## src/hw/adc_stream_params.svh

```systemverilog
////////////////////////////////////////////////////////////////////////////
// ADC stream bridge defaults
// Sample and lane widths, channel count, buffer depth and burst length
// shared by the packer, buffer and AXI-stream framer.
////////////////////////////////////////////////////////////////////////////

`ifndef ADC_STREAM_PARAMS_SVH
`define ADC_STREAM_PARAMS_SVH

// converter sample and byte-aligned lane widths
`define ADC_SAMPLE_WIDTH 12
`define ADC_LANE_WIDTH   16

// four I/Q channels, two lanes each, 128-bit beat
`define ADC_CHANNELS     4

// buffering and framing defaults
`define ADC_FIFO_DEPTH   8
`define ADC_BURST_LENGTH 8

`endif

```

## src/hw/adc_stream_pkg.sv

```systemverilog
////////////////////////////////////////////////////////////////////////////
// ADC stream types
// Sample, channel-set and beat records plus the mode and state enums
// used across the receive path.
////////////////////////////////////////////////////////////////////////////

`include "adc_stream_params.svh"

package adc_stream_pkg;

  // one converter sample pair
  typedef struct packed {
    logic [`ADC_SAMPLE_WIDTH-1:0] i;
    logic [`ADC_SAMPLE_WIDTH-1:0] q;
  } iq_sample_t;

  // everything the converter delivers in one cycle, ch0 in the low bits
  typedef struct packed {
    logic [`ADC_CHANNELS-1:0] valid;
    iq_sample_t               ch3;
    iq_sample_t               ch2;
    iq_sample_t               ch1;
    iq_sample_t               ch0;
  } adc_channels_t;

  // 128-bit stream beat, lane0 is bits 15:0
  typedef struct packed {
    logic [`ADC_LANE_WIDTH-1:0] lane7;
    logic [`ADC_LANE_WIDTH-1:0] lane6;
    logic [`ADC_LANE_WIDTH-1:0] lane5;
    logic [`ADC_LANE_WIDTH-1:0] lane4;
    logic [`ADC_LANE_WIDTH-1:0] lane3;
    logic [`ADC_LANE_WIDTH-1:0] lane2;
    logic [`ADC_LANE_WIDTH-1:0] lane1;
    logic [`ADC_LANE_WIDTH-1:0] lane0;
  } axis_beat_t;

  typedef enum logic {VALID_ANY, VALID_ALL} valid_mode_e;
  typedef enum logic {LANE_ORDER_NATURAL, LANE_ORDER_REVERSED} lane_order_e;
  typedef enum logic {FRAMER_EMPTY, FRAMER_LOADED} framer_state_e;

endpackage

```

## src/hw/iq_sample_packer.sv

```systemverilog
////////////////////////////////////////////////////////////////////////////
// I/Q sample packer
// Registers the converter inputs, qualifies the valid strobes and packs
// eight sign-extended lanes into one beat with a single push pulse.
////////////////////////////////////////////////////////////////////////////

`timescale 1ns/1ps

`include "adc_stream_params.svh"

module iq_sample_packer #(
  parameter adc_stream_pkg::valid_mode_e VALID_MODE = adc_stream_pkg::VALID_ANY,
  parameter adc_stream_pkg::lane_order_e LANE_ORDER = adc_stream_pkg::LANE_ORDER_NATURAL
) (
  input  logic                       m_axis_clk,
  input  logic                       rst_n,
  input  adc_stream_pkg::adc_channels_t samples,
  output logic                       push,
  output adc_stream_pkg::axis_beat_t push_beat
);

  localparam int EXT_W = `ADC_LANE_WIDTH - `ADC_SAMPLE_WIDTH;

  // replicate the sample msb into the upper lane bits
  function automatic logic [`ADC_LANE_WIDTH-1:0] sign_ext(
    input logic [`ADC_SAMPLE_WIDTH-1:0] s
  );
    sign_ext = {{EXT_W{s[`ADC_SAMPLE_WIDTH-1]}}, s};
  endfunction

  logic [`ADC_CHANNELS-1:0]   valid_q;
  adc_stream_pkg::iq_sample_t ch0_q;
  adc_stream_pkg::iq_sample_t ch1_q;
  adc_stream_pkg::iq_sample_t ch2_q;
  adc_stream_pkg::iq_sample_t ch3_q;
  logic                       qualified;
  adc_stream_pkg::axis_beat_t beat_d;

  // capture stage, valid strobes are control and get reset
  always_ff @(posedge m_axis_clk or negedge rst_n) begin
    if (!rst_n) begin
      valid_q <= '0;
    end else begin
      valid_q <= samples.valid;
    end
  end

  always_ff @(posedge m_axis_clk) begin
    ch0_q <= samples.ch0;
    ch1_q <= samples.ch1;
    ch2_q <= samples.ch2;
    ch3_q <= samples.ch3;
  end

  always_comb begin
    if (VALID_MODE == adc_stream_pkg::VALID_ALL) begin
      qualified = &valid_q;
    end else begin
      qualified = |valid_q;
    end
  end

  // lane placement
  always_comb begin
    if (LANE_ORDER == adc_stream_pkg::LANE_ORDER_REVERSED) begin
      beat_d.lane0 = sign_ext(ch0_q.i);
      beat_d.lane1 = sign_ext(ch0_q.q);
      beat_d.lane2 = sign_ext(ch1_q.i);
      beat_d.lane3 = sign_ext(ch1_q.q);
      beat_d.lane4 = sign_ext(ch2_q.i);
      beat_d.lane5 = sign_ext(ch2_q.q);
      beat_d.lane6 = sign_ext(ch3_q.i);
      beat_d.lane7 = sign_ext(ch3_q.q);
    end else begin
      // natural order puts q3 at the bottom and i0 at the top
      beat_d.lane0 = sign_ext(ch3_q.q);
      beat_d.lane1 = sign_ext(ch3_q.i);
      beat_d.lane2 = sign_ext(ch2_q.q);
      beat_d.lane3 = sign_ext(ch2_q.i);
      beat_d.lane4 = sign_ext(ch1_q.q);
      beat_d.lane5 = sign_ext(ch1_q.i);
      beat_d.lane6 = sign_ext(ch0_q.q);
      beat_d.lane7 = sign_ext(ch0_q.i);
    end
  end

  always_ff @(posedge m_axis_clk or negedge rst_n) begin
    if (!rst_n) begin
      push <= 1'b0;
    end else begin
      push <= qualified;
    end
  end

  always_ff @(posedge m_axis_clk) begin
    if (qualified) begin
      push_beat <= beat_d;
    end
  end

endmodule

```

## src/hw/beat_fifo.sv

```systemverilog
////////////////////////////////////////////////////////////////////////////
// Beat buffer
// Circular store of packed beats with a combinational head. Pushes into a
// full buffer are dropped and raise a sticky overflow flag.
////////////////////////////////////////////////////////////////////////////

`timescale 1ns/1ps

`include "adc_stream_params.svh"

module beat_fifo #(
  parameter int DEPTH = `ADC_FIFO_DEPTH
) (
  input  logic                       m_axis_clk,
  input  logic                       rst_n,
  input  logic                       push,
  input  adc_stream_pkg::axis_beat_t push_beat,
  input  logic                       pop,
  output logic                       not_empty,
  output adc_stream_pkg::axis_beat_t head_beat,
  output logic                       overflow
);

  localparam int PTR_W = (DEPTH > 1) ? $clog2(DEPTH) : 1;
  localparam int CNT_W = $clog2(DEPTH + 1);

  adc_stream_pkg::axis_beat_t mem [DEPTH];

  logic [PTR_W-1:0] wr_ptr;
  logic [PTR_W-1:0] rd_ptr;
  logic [CNT_W-1:0] count;
  logic             full;
  logic             wr_en;
  logic             rd_en;

  assign full      = (count == CNT_W'(DEPTH));
  assign not_empty = (count != '0);
  assign wr_en     = push & ~full;
  assign rd_en     = pop & not_empty;
  assign head_beat = mem[rd_ptr];

  // explicit wrap so any depth works, not only powers of two
  function automatic logic [PTR_W-1:0] next_ptr(input logic [PTR_W-1:0] p);
    if (p == PTR_W'(DEPTH - 1)) begin
      next_ptr = '0;
    end else begin
      next_ptr = p + 1'b1;
    end
  endfunction

  always_ff @(posedge m_axis_clk) begin
    if (wr_en) begin
      mem[wr_ptr] <= push_beat;
    end
  end

  always_ff @(posedge m_axis_clk or negedge rst_n) begin
    if (!rst_n) begin
      wr_ptr <= '0;
      rd_ptr <= '0;
      count  <= '0;
    end else begin
      if (wr_en) begin
        wr_ptr <= next_ptr(wr_ptr);
      end
      if (rd_en) begin
        rd_ptr <= next_ptr(rd_ptr);
      end
      // occupancy follows the honored push and pop
      case ({wr_en, rd_en})
        2'b10:   count <= count + 1'b1;
        2'b01:   count <= count - 1'b1;
        default: count <= count;
      endcase
    end
  end

  // sticky until reset
  always_ff @(posedge m_axis_clk or negedge rst_n) begin
    if (!rst_n) begin
      overflow <= 1'b0;
    end else if (push && full) begin
      overflow <= 1'b1;
    end
  end

endmodule

```

## src/hw/axis_burst_framer.sv

```systemverilog
////////////////////////////////////////////////////////////////////////////
// AXI-stream burst framer
// Owns the registered stream output, refills it from the buffer while the
// current beat is accepted and marks burst ends with tlast.
////////////////////////////////////////////////////////////////////////////

`timescale 1ns/1ps

`include "adc_stream_params.svh"

module axis_burst_framer #(
  parameter bit USE_TLAST    = 1'b1,
  parameter int BURST_LENGTH = `ADC_BURST_LENGTH
) (
  input  logic                       m_axis_clk,
  input  logic                       rst_n,
  input  logic                       not_empty,
  input  adc_stream_pkg::axis_beat_t head_beat,
  output logic                       pop,
  output logic                       m_axis_tvalid,
  input  logic                       m_axis_tready,
  output adc_stream_pkg::axis_beat_t m_axis_tdata,
  output logic                       m_axis_tlast
);

  adc_stream_pkg::framer_state_e state_q;
  logic                          accept;

  assign m_axis_tvalid = (state_q == adc_stream_pkg::FRAMER_LOADED);
  assign accept        = m_axis_tvalid & m_axis_tready;

  // refill when the register is free or leaving this cycle
  assign pop = not_empty & (~m_axis_tvalid | m_axis_tready);

  //////////////////////////////////////////////////////////////////////////
  // output register
  //////////////////////////////////////////////////////////////////////////

  always_ff @(posedge m_axis_clk or negedge rst_n) begin
    if (!rst_n) begin
      state_q <= adc_stream_pkg::FRAMER_EMPTY;
    end else begin
      case (state_q)
        adc_stream_pkg::FRAMER_EMPTY: begin
          if (pop) begin
            state_q <= adc_stream_pkg::FRAMER_LOADED;
          end
        end
        adc_stream_pkg::FRAMER_LOADED: begin
          if (accept && !pop) begin
            state_q <= adc_stream_pkg::FRAMER_EMPTY;
          end
        end
        default: state_q <= adc_stream_pkg::FRAMER_EMPTY;
      endcase
    end
  end

  // data only moves on a pop, so it holds under back-pressure
  always_ff @(posedge m_axis_clk) begin
    if (pop) begin
      m_axis_tdata <= head_beat;
    end
  end

  //////////////////////////////////////////////////////////////////////////
  // burst counter
  //////////////////////////////////////////////////////////////////////////

  if (USE_TLAST) begin : g_tlast
    localparam int CNT_W = (BURST_LENGTH > 1) ? $clog2(BURST_LENGTH) : 1;

    logic [CNT_W-1:0] beat_cnt;
    logic             end_burst;

    assign end_burst    = (beat_cnt == CNT_W'(BURST_LENGTH - 1));
    assign m_axis_tlast = m_axis_tvalid & end_burst;

    // counts accepted beats and wraps after the last of a burst
    always_ff @(posedge m_axis_clk or negedge rst_n) begin
      if (!rst_n) begin
        beat_cnt <= '0;
      end else if (accept) begin
        beat_cnt <= end_burst ? '0 : beat_cnt + 1'b1;
      end
    end
  end else begin : g_no_tlast
    assign m_axis_tlast = 1'b0;
  end

endmodule

```

## src/hw/adc_axis_bridge.sv

```systemverilog
////////////////////////////////////////////////////////////////////////////
// ADC to AXI-stream bridge
// Packer, beat buffer and burst framer on a single stream clock.
////////////////////////////////////////////////////////////////////////////

`timescale 1ns/1ps

`include "adc_stream_params.svh"

module adc_axis_bridge #(
  parameter adc_stream_pkg::valid_mode_e VALID_MODE = adc_stream_pkg::VALID_ANY,
  parameter adc_stream_pkg::lane_order_e LANE_ORDER = adc_stream_pkg::LANE_ORDER_NATURAL,
  parameter int DEPTH        = `ADC_FIFO_DEPTH,
  parameter bit USE_TLAST    = 1'b1,
  parameter int BURST_LENGTH = `ADC_BURST_LENGTH
) (
  input  logic                          m_axis_clk,
  input  logic                          rst_n,
  input  adc_stream_pkg::adc_channels_t samples,
  output logic                          m_axis_tvalid,
  input  logic                          m_axis_tready,
  output adc_stream_pkg::axis_beat_t    m_axis_tdata,
  output logic                          m_axis_tlast,
  output logic                          overflow
);

  logic                       push;
  adc_stream_pkg::axis_beat_t push_beat;
  logic                       pop;
  logic                       not_empty;
  adc_stream_pkg::axis_beat_t head_beat;

  iq_sample_packer #(
    .VALID_MODE (VALID_MODE),
    .LANE_ORDER (LANE_ORDER)
  ) u_packer (
    .m_axis_clk (m_axis_clk),
    .rst_n      (rst_n),
    .samples    (samples),
    .push       (push),
    .push_beat  (push_beat)
  );

  beat_fifo #(
    .DEPTH (DEPTH)
  ) u_fifo (
    .m_axis_clk (m_axis_clk),
    .rst_n      (rst_n),
    .push       (push),
    .push_beat  (push_beat),
    .pop        (pop),
    .not_empty  (not_empty),
    .head_beat  (head_beat),
    .overflow   (overflow)
  );

  axis_burst_framer #(
    .USE_TLAST    (USE_TLAST),
    .BURST_LENGTH (BURST_LENGTH)
  ) u_framer (
    .m_axis_clk    (m_axis_clk),
    .rst_n         (rst_n),
    .not_empty     (not_empty),
    .head_beat     (head_beat),
    .pop           (pop),
    .m_axis_tvalid (m_axis_tvalid),
    .m_axis_tready (m_axis_tready),
    .m_axis_tdata  (m_axis_tdata),
    .m_axis_tlast  (m_axis_tlast)
  );

endmodule

```

## config.mk

```make
export PLATFORM = sky130hd
export DESIGN_NAME = adc_axis_bridge
export DESIGN_NICKNAME = d
export VERILOG_FILES = /design/src/hw/adc_stream_pkg.sv /design/src/hw/iq_sample_packer.sv /design/src/hw/beat_fifo.sv /design/src/hw/axis_burst_framer.sv /design/src/hw/adc_axis_bridge.sv
export VERILOG_INCLUDE_DIRS = /design/src /design/src/hw
export SDC_FILE = /design/constraint.sdc
export NUM_CORES = 1
export LEC_CHECK = 0
export BUFFER_PORTS_ARGS = -buffer_cell sky130_fd_sc_hd__buf_2
export CORE_AREA = 2 2 311 313
export DETAILED_ROUTE_END_ITERATION = 7
export DIE_AREA = 0 0 313 315
export PLACE_DENSITY_LB_ADDON = 0.3
export SLEW_MARGIN = 20
export SYNTH_ARGS = -nofsm -noshare
export SYNTH_HDL_FRONTEND = slang
export SYNTH_SLANG_ARGS = --single-unit
```

## constraint.sdc

```tcl
create_clock -name m_axis_clk -period 20.9 [get_ports m_axis_clk]
set_clock_uncertainty 0.1 [all_clocks]
set_input_delay 6.27 -clock m_axis_clk [delete_from_list [all_inputs] [get_ports m_axis_clk]]
set_output_delay 6.27 -clock m_axis_clk [all_outputs]
set_load 0.05 [all_outputs]
```

* Word level (Yosys, flattened, before mapping)
Memory sizes are Yosys's and may differ from the RTL's. A register that Yosys moved wholly into a read port is not among the register bits.
Cells that the tools add are included.
** Storage, ports and cells
- Bits in registers :: 212
- Memory bits (writable) :: 1024
- Output and inout port bits :: 131
- Logic and storage cells :: 59
- Memories kept :: 1
** Operators by class
- $add $sub $neg :: 5
- Eq/ne operators :: 6
- Multiplexer cells :: 9
- Bitwise gates (word level) :: 8
- Reductions and logical operators :: 6
** Memories
- u_fifo.mem :: words 8, bits a word 128, rd ports 1, clocked after memory_dff 1, write ports 1, line beat_fifo.sv:27 : adc_stream_pkg::axis_beat_t mem [DEPTH];
** Operator list (number)
- $add 3x1->3 const B :: 3
- $eq 3x3->1 const B :: 3
- $mux 3 :: 3
- $pmux 4 s2 :: 1
- $and 1x1->1 :: 5
- $add 4x1->4 const B :: 1
- $eq 4x4->1 const B :: 1
- $mux 1 :: 4
- $reduce_bool 4->1 :: 1
- $reduce_or 4->1 :: 1
- $sub 4x1->4 const B :: 1
- $eq 2x1->1 const B :: 1
- $eq 2x2->1 const B :: 1
- $logic_and 1x1->1 :: 2
- $not 1->1 :: 2
- $pmux 1 s2 :: 1
- $reduce_bool 2->1 :: 1
- $logic_not 1->1 :: 1
- $or 1x1->1 :: 1

* Longest topological paths before layout
Gate-level depths: netlist of the first run.
- Word-level depth :: 7
- Gate-level depth with buffers :: 10
- Gate-level depth less buffers :: 9

* Modules after synthesis
A second synthesis of the first run with hierarchy kept.
** Unflattened totals
- Cells, all modules :: 1924
- Area, all modules :: 48779.3 um^2
** Modules (own cells, without submodules)
- beat_fifo :: times used 1, cells each 1551, area an instance 39551.7 um^2, sequential area each 31024.8 um^2
- iq_sample_packer :: times used 1, cells each 230, area an instance 5177.5 um^2, sequential area each 4929.7 um^2
- axis_burst_framer :: times used 1, cells each 143, area an instance 4050.1 um^2, sequential area each 3943.8 um^2

* Worst setup path before layout of the first run
No wires, ideal clock.
- Path type :: input-to-reg
- Start point :: in m_axis_tready
- End point :: reg u_fifo.count[2]
- Arrival :: 12.755 ns
- Data required time :: 20.674 ns
- Path slack :: 7.918 ns
- Stages on the path :: 9
- Path buffers :: 0
- Path through :: inv_1 > a21oi_1 > ha_1 > xor2_1 > ha_1 > a21oi_1 > xor2_1 > nor2_1 > xor2_1
** On the way
- Longest elaborated chain between the ends :: 5
- Elaborated cells on any way between the ends :: 7
- Classes of those cells :: eq/ne (2); mux (1); bitwise (3); reduce/logical (1)
** Ends and longest elaborated chain
- start, declared :: line adc_axis_bridge.sv:21 : input logic m_axis_tready,
- $or 1x1->1 * :: line axis_burst_framer.sv:33 : assign pop = not_empty & (~m_axis_tvalid | m_axis_tready);
- $and 1x1->1 * :: line axis_burst_framer.sv:33
- via pop :: line adc_axis_bridge.sv:29 : logic pop;
- $and 1x1->1 * :: line beat_fifo.sv:39 : assign rd_en = pop & not_empty;
- $eq 2x1->1 / $eq 2x2->1 (equally long branches) :: line beat_fifo.sv:70 : case ({wr_en, rd_en})
- $pmux 4 s2 / $reduce_bool 2->1 (equally long branches)
- end signal, assigned :: line beat_fifo.sv:71 : 2'b10: count <= count + 1'b1;
- end signal, assigned :: line beat_fifo.sv:72 : 2'b01: count <= count - 1'b1;
- end signal, assigned :: line beat_fifo.sv:73 : default: count <= count;
- end, declared :: line beat_fifo.sv:31 : logic [CNT_W-1:0] count;
Mark *: on every way through the listed nets, which the timed path passes. The rest lies on a longest branch.
A chain may end at the register's enable or synchronous reset.

* Worst setup path in the final report of the first run
- Start point :: in m_axis_tready
- End point :: reg, netlist name u_framer.m_axis_tdata[81]
** On the way
- Longest elaborated chain between the ends :: 2
** Ends and longest elaborated chain (line)
- $or 1x1->1 :: axis_burst_framer.sv:33
- $and 1x1->1 :: axis_burst_framer.sv:33
- via pop :: adc_axis_bridge.sv:29
The timed path passes the listed nets, and every way through them passes these cells.

==> qor.yml, run 1 <==
outcome:
  status: "finished, final reports clean"
power:
  pwr_density_cell_mw_per_mm2: 161
  power.share.clock_pct: 26.1
  power_frac_seq_pct: 46.3
  p_sw_w: 0.00224
  vdd_drop_max_mv: 0.106
  power.internal_w: 0.00478
  combPwrFrac_pct: 27.7
  p_sw_share_pct: 31.9
  p_leak_nw: 14.5
critical_path:
  start_kind: "primary input"
  regToRegSetupSlack_ns: 17.15
  crit_path_start: "m_axis_tready"
  crit_type: "primary input to register"
  rr_endpoint: "u_fifo.mem[4][70]$_DFFE_PP_"
  crit_arrival_ns: 8.65
  setup.worst_path.end: "u_framer.m_axis_tdata[81]$_DFFE_PP_"
  r2r_cells: 5
  required_ns: 21.08
  rr_startpoint: "u_fifo.count[1]$_DFFE_PN0P_"
  cp-end-kind: "register"
  critPathMaxFanout: 47
global_routing:
  grt_pass1_vias: 16877
  grt_pass1_wl_mm: 109
  grt_overflow_total: 0
  antenna_found_initial: 2
  grt_max_degree: 110
  grt_use_total_pct: 15.0
clock_network:
  cts_sinks: 1076
  cts_buffers: 107
  root_buffer: "clkbuf_16"
  hold_buffers: 0
  cts_tree: "yes"
  cts_buffer_depth: 3
  post_cts_resized: 0
  cts_post_setup_buffers_inserted: 0
  cts_max_level: 3
  clock_latency_ns: 0.67
  clk_pin_slew_ns: 0.06
run:
  max_cap_viol_count: 0
logic_synthesis:
  synth_top_area_share_pct: 76.4
  synth_top_cells_by_area: "edfxtp_1 76%, mux4_2 11%, dfxtp_1 5.1%, mux2_2 3.1%, dfrtp_1 1.3%"
  ys_ff_latch: 1076
  yosysTopAreaCell: "edfxtp_1"
  syn_area_per_cell_um2: 24.9
  syn_nets: 1625
  seq_area_frac_synth_pct: 82.9
  yosysUniqueCellTypes: 30
  synthCells: 1513
  ys_warn_count: 0
  synth_area_mm2: 0.0377
sta:
  rsz0062_at_grt: "no"
  max_freq_mhz: 118
  drv_slew: 0
  worstMarginPinSlew_ns: 1.06
  max_slew_margin_pct: 29.3
  hold_viol: 0
  min_period_over_period_pct: 40.5
  setup_viol: 0
  fin_ws_ns: 12.43
  period_minus_slack_ns: 8.47
  tns_ns: 0
detailed_routing:
  wire_per_inst_um: 23.4
  drtAntennaViolNets: 0
  drtPass1Iterations: 7
  wl_mm: 74.0
  routed-via-count: 15733
  drt_iter0_drc: 1127
  vias_per_cell: 4.98
  drc: 0
placed_design:
  numPortBuffers: 233
  dp.cells: 2960
  dp_slack_ns: 11.72
  gp_congestion: 0.696
  dp_hpwl_mm: 38.0
die:
  fp.dieH_um: 315
  num_rows: 114
  fp.dieArea_mm2: 0.0986
  ios: 234
  start_util_pct: 39.4
  core_area_mm2: 0.0957
  die_x_um: 313
layout:
  final_nets: 1905
  n_antenna_cell: 0
  finalNonFillerCells: 3160
  fin_util_pct: 45.5
  layout_commonest_cell: "edfxtp_1"
  drive_gt1_share_pct: 38.3
  final_cell_mix: "960 x edfxtp_1, 233 x buf_2, 192 x mux4_2, 107 x clkbuf_16, 103 x mux2_2"
  syn2layout_area_growth_pct: 15.6
worst_hold_path:
  hold_class: "register to register"
[per-stage QoR]
step	instance area [um^2]	power [W]	hold WS, ns
after floorplan	37700	0.00482	0.286
after global placement	40200	0.00527	0.287
after detailed placement	40200	0.00530	0.289
after CTS	43600	0.00716	0.295
after global routing	43600	0.00735	0.300
final	43600	0.00703	0.293
[sequential cells by signal (all words and copies together), names as in the netlist]
signal                     cells
u_framer.g_tlast.beat_cnt      3
u_fifo.overflow                1
u_packer.beat_d               96
u_packer.valid_q               4
u_framer.m_axis_tvalid         1
u_fifo.rd_ptr                  3
u_fifo.wr_ptr                  3
u_fifo.count                   4
u_packer.push_beat            96
u_fifo.mem                   768
u_packer.push                  1
u_framer.m_axis_tdata         96
[worst min-delay path by stage]
stage                                 startpoint                                end  slack [ns]  cells past startpoint
finish               u_packer.beat_d[37]$_DFF_P_   u_packer.push_beat[37]$_DFFE_PP_        0.29                      0
global placement    u_packer.beat_d[107]$_DFF_P_  u_packer.push_beat[107]$_DFFE_PP_        0.29                      0
floorplan             u_packer.beat_d[0]$_DFF_P_    u_packer.push_beat[0]$_DFFE_PP_        0.29                      0
global route         u_packer.beat_d[37]$_DFF_P_   u_packer.push_beat[37]$_DFFE_PP_        0.30                      0
detailed placement  u_packer.beat_d[103]$_DFF_P_  u_packer.push_beat[103]$_DFFE_PP_        0.29                      0
CTS                  u_packer.beat_d[37]$_DFF_P_   u_packer.push_beat[37]$_DFFE_PP_        0.30                      0
[power by group through the flow]
stage / combinational, W / sequential, W / clock (W)
after floorplan: 0.00122 / 0.00360 / 0
after detailed placement: 0.00200 / 0.00331 / 0
after global placement: 0.00199 / 0.00328 / 0
after global routing: 0.00207 / 0.00331 / 0.00197
final: 0.00194 / 0.00325 / 0.00183
after CTS: 0.00200 / 0.00327 / 0.00189
[worst max-delay path, stage by stage]
cell and delay, ns:
buf_2 0.10, inv_1 0.06, a21oi_4 0.76, buf_4 0.60, buf_4 0.71
[cells by family (layout without fill, tap and decap cells)]
family	after synthesis	count (layout)	synth area share, %
DFF	1076	1076	82.9
muxes	295	295	14.5
buffers and inverters	89	460	1.59
and+or+nand+nor	30	30	0.418
adders and majority gates	9	9	0.299
AOI/OAI and AO/OA	9	9	0.166
xor gates and xnor gates	5	5	0.116
[synth_stat cells, drive strengths merged]
library cell	number
clkbuf	19
nor2	5
xnor2	2
dfxtp	96
or4	1
a2111oi	1
o21ai	2
nand2b	4
inv	2
dfrtp	20
nand3	2
mux4	192
a31o	1
nor4b	1
nor4	3
a21bo	1
nand3b	1
xor2	3
a21o	2
buf	68
ha	9
and2	1
mux2	103
nand2	4
nor3	8
a21oi	2
edfxtp	960
[layer usage]
metal	track usage [%]	share of wire (%)	vias up
met2	25.8	51	386
met3	2.85	4.6	100
met5	0	0	-
met4	3.98	2.0	0
met1	19.8	43	8410
li1	-	-	6837
[layout make-up]
class | instances | area, um^2
Tap cell | 1276 | 1600
Fill cell | 7872 | 52100
Sequential cell | 1076 | 31300
Timing Repair Buffer | 258 | 1390
Multi-Input combinational cell | 348 | 5930
Clock inverter | 44 | 395
Inverter | 2 | 7.51
Clock buffer | 156 | 2990
(Power assumes the default switching activity.)
==> run 2: changes to the inputs <==
- ABC_AREA: not set -> 1
- CORE_AREA: 2 2 311 313 -> 2 2 315 317
- DIE_AREA: 0 0 313 315 -> 0 0 317 319
- clock period: 20.9 -> 7.9 ns (I/O delays scaled with it)
==> qor.yml, run 2 <==
power:
  power.share.clock_pct: 27.0
  p_sw_share_pct: 36.7
  power.internal_w: 0.0126
  p_sw_w: 0.00727
  p_total_w: 0.0198
  power_frac_seq_pct: 43.0
  pwr_density_cell_mw_per_mm2: 442
  vdd_drop_max_mv: 0.297
  p_leak_nw: 15.9
  combPwrFrac_pct: 30.0
detailed_routing:
  wl_mm: 83.3
  drt_iter0_drc: 1775
  wire_per_inst_um: 19.1
  routed-via-count: 21352
  drtPass1Iterations: 4
  vias_per_cell: 4.88
  drc: 0
  drtAntennaViolNets: 0
die:
  ios: 234
  num_rows: 115
  fp.dieH_um: 319
  fp.dieArea_mm2: 0.101
  die_x_um: 317
  core_area_mm2: 0.0977
  start_util_pct: 39.8
logic_synthesis:
  synth_top_area_share_pct: 74.1
  ys_ff_latch: 1076
  yosysUniqueCellTypes: 26
  synth_area_mm2: 0.0389
  yosysTopAreaCell: "edfxtp_1"
  synthFlopType: "edfxtp_1"
  synthCells: 2794
  ys_top_cells_by_count: "960 x edfxtp_1, 590 x nor2_1, 320 x nand2_1"
  synth_most_common_cell: "edfxtp_1"
  async_flop_share_pct: 1.86
  synth_edf_count: 960
  synth_top_cells_by_area: "edfxtp_1 74%, nor2_1 5.7%, dfxtp_1 4.9%, o21ai_0 4.0%, o21ai_1 3.5%"
  syn_area_per_cell_um2: 13.9
  ys_warn_count: 0
  seq_area_frac_synth_pct: 80.4
  syn_nets: 2906
sta:
  holdWs_ns: 0.299
  tns_ns: 0
  setup_viol: 0
  min_period_over_period_pct: 53.6
  max_slew_margin_pct: 28.9
  fin_ws_ns: 3.67
  worstMarginPinSlew_ns: 1.07
  rsz0062_at_grt: "no"
  max_freq_mhz: 236
  hold_viol: 0
  drv_slew: 0
  period_minus_slack_ns: 4.23
placed_design:
  dp_hpwl_mm: 41.7
  numPortBuffers: 233
  dp_slack_ns: 3.30
  gp_congestion: 0.736
worst_hold_path:
  worstHoldStart: "u_packer.beat_d[51]$_DFF_P_"
  hold_path_depth: 0
  hold-path-endpoint: "u_packer.push_beat[51]$_DFFE_PP_"
  hold_class: "register to register"
critical_path:
  crit_arrival_ns: 1.76
  start_kind: "register"
  rr_startpoint: "u_fifo.rd_ptr[0]$_DFFE_PN0P_"
  r2r_cells: 8
  regToRegSetupSlack_ns: 4.27
  critPathMaxFanout: 3
  required_ns: 5.43
  crit_type: "register to primary output"
  cp-end-kind: "primary output"
  rr_endpoint: "u_framer.m_axis_tdata[2]$_DFFE_PP_"
clock_network:
  cts_tree: "yes"
  cts_buffers: 111
  root_buffer: "clkbuf_16"
  post_cts_resized: 0
  clock_latency_ns: 0.69
  cts_buffer_depth: 3
  cts_max_level: 3
  cts_sinks: 1076
  hold_buffers: 0
  cts_post_setup_buffers_inserted: 0
  clk_pin_slew_ns: 0.06
layout:
  drive_gt1_share_pct: 14.5
  layout_commonest_cell: "edfxtp_1"
  regMostFlops: "u_fifo.mem"
  n_antenna_cell: 0
  final_nets: 3101
  largest_register_ffs: 768
  syn2layout_area_growth_pct: 15.3
  final_cell_mix: "960 x edfxtp_1, 582 x nor2_1, 320 x nand2_1, 311 x o21ai_0, 274 x o21ai_1"
global_routing:
  grt_max_degree: 242
  grt_overflow_total: 0
  antenna_found_initial: 1
  grt_pass1_wl_mm: 126
  grt_pass1_vias: 20895
  grt_use_total_pct: 16.4
outcome:
  status: "finished, final reports clean"
run:
  max_cap_viol_count: 0
run 2: changes by cell type after synthesis, moves of 4 or more:
cell / previous run / this run
nand2b_1: 4 / 0
nor3_1: 8 / 0
mux4_2: 192 / 0
clkbuf_1: 19 / 70
nand2_1: 4 / 320
buf_2: 7 / 38
nor2_1: 5 / 590
inv_1: 2 / 17
mux2_2: 103 / 0
o21ai_1: 0 / 274
buf_1: 11 / 17
o21ai_0: 2 / 311
run 2: per-layer routing:
layer | GRT usage (%) | vias to the layer above | wire (um)
met3 | 2.60 | 107 | 3560
met2 | 27.1 | 426 | 40700
li1 | - | 10283 | -
met5 | 0 | - | 0
met4 | 4.60 | 0 | 1710
met1 | 22.4 | 10536 | 37400
run 2: power groups by stage:
stage	clock [W]	sequential [W]	combinational [W]
final	0.00536	0.00853	0.00595
after global routing	0.00571	0.00867	0.00662
after CTS	0.00549	0.00855	0.00608
after detailed placement	0	0.00865	0.00605
after global placement	0	0.00864	0.00601
after floorplan	0	0.00951	0.00358
run 2: metrics by stage:
stage / std cells / instance area, um^2 / utilization, %
2_1_floorplan: 2794 / 38900 / -
3_3_place_gp: 4161 / 41000 / 41.9
3_5_place_dp: 4161 / 41000 / 41.9
4_1_cts: 4369 / 44800 / 45.8
5_1_grt: 4371 / 44800 / 45.9
6_report: 4371 / 44800 / 45.9
run 2: how the worst max path moves through the flow:
stage	slack, ns	cells past startpoint	startpoint	to
4_1_cts	3.60	5	u_framer.g_tlast.beat_cnt[0]$_DFFE_PN0P_	m_axis_tlast
2_1_floorplan	2.08	10	m_axis_tready	u_fifo.count[2]$_DFFE_PN0P_
6_report	3.67	5	u_framer.g_tlast.beat_cnt[0]$_DFFE_PN0P_	m_axis_tlast
3_3_place_gp	3.38	10	m_axis_tready	u_fifo.count[2]$_DFFE_PN0P_
5_1_grt	3.56	5	u_framer.g_tlast.beat_cnt[0]$_DFFE_PN0P_	m_axis_tlast
3_5_place_dp	3.30	10	m_axis_tready	u_fifo.count[2]$_DFFE_PN0P_
run 2: kinds of logic after synthesis:
kind of cell | after synthesis | share of synthesized area (%)
AO/OA/AOI/OAI | 590 | 7.61
XOR/XNOR | 3 | 0.0676
adder cells (fa/ha/maj) | 9 | 0.290
buffers and inverters | 200 | 2.81
flip-flops | 1076 | 80.4
AND/OR/NAND/NOR | 916 | 8.87
run 2: cell type report:
class | count | area, um^2
inverters | 19 | 91.3
fillers | 8431 | 52900
clock buffers | 158 | 3150
well taps | 1287 | 1610
clock inverters | 50 | 668
flip-flops and latches | 1076 | 31300
repair buffers | 263 | 1460
multi-input cells | 1518 | 6610
run 2: critical path: stages, from the launching register on:
cell     delay [ns]
dfrtp_1        0.40
ha_1           0.21
ha_1           0.18
nand2_1        0.06
inv_1          0.03
buf_2          0.20
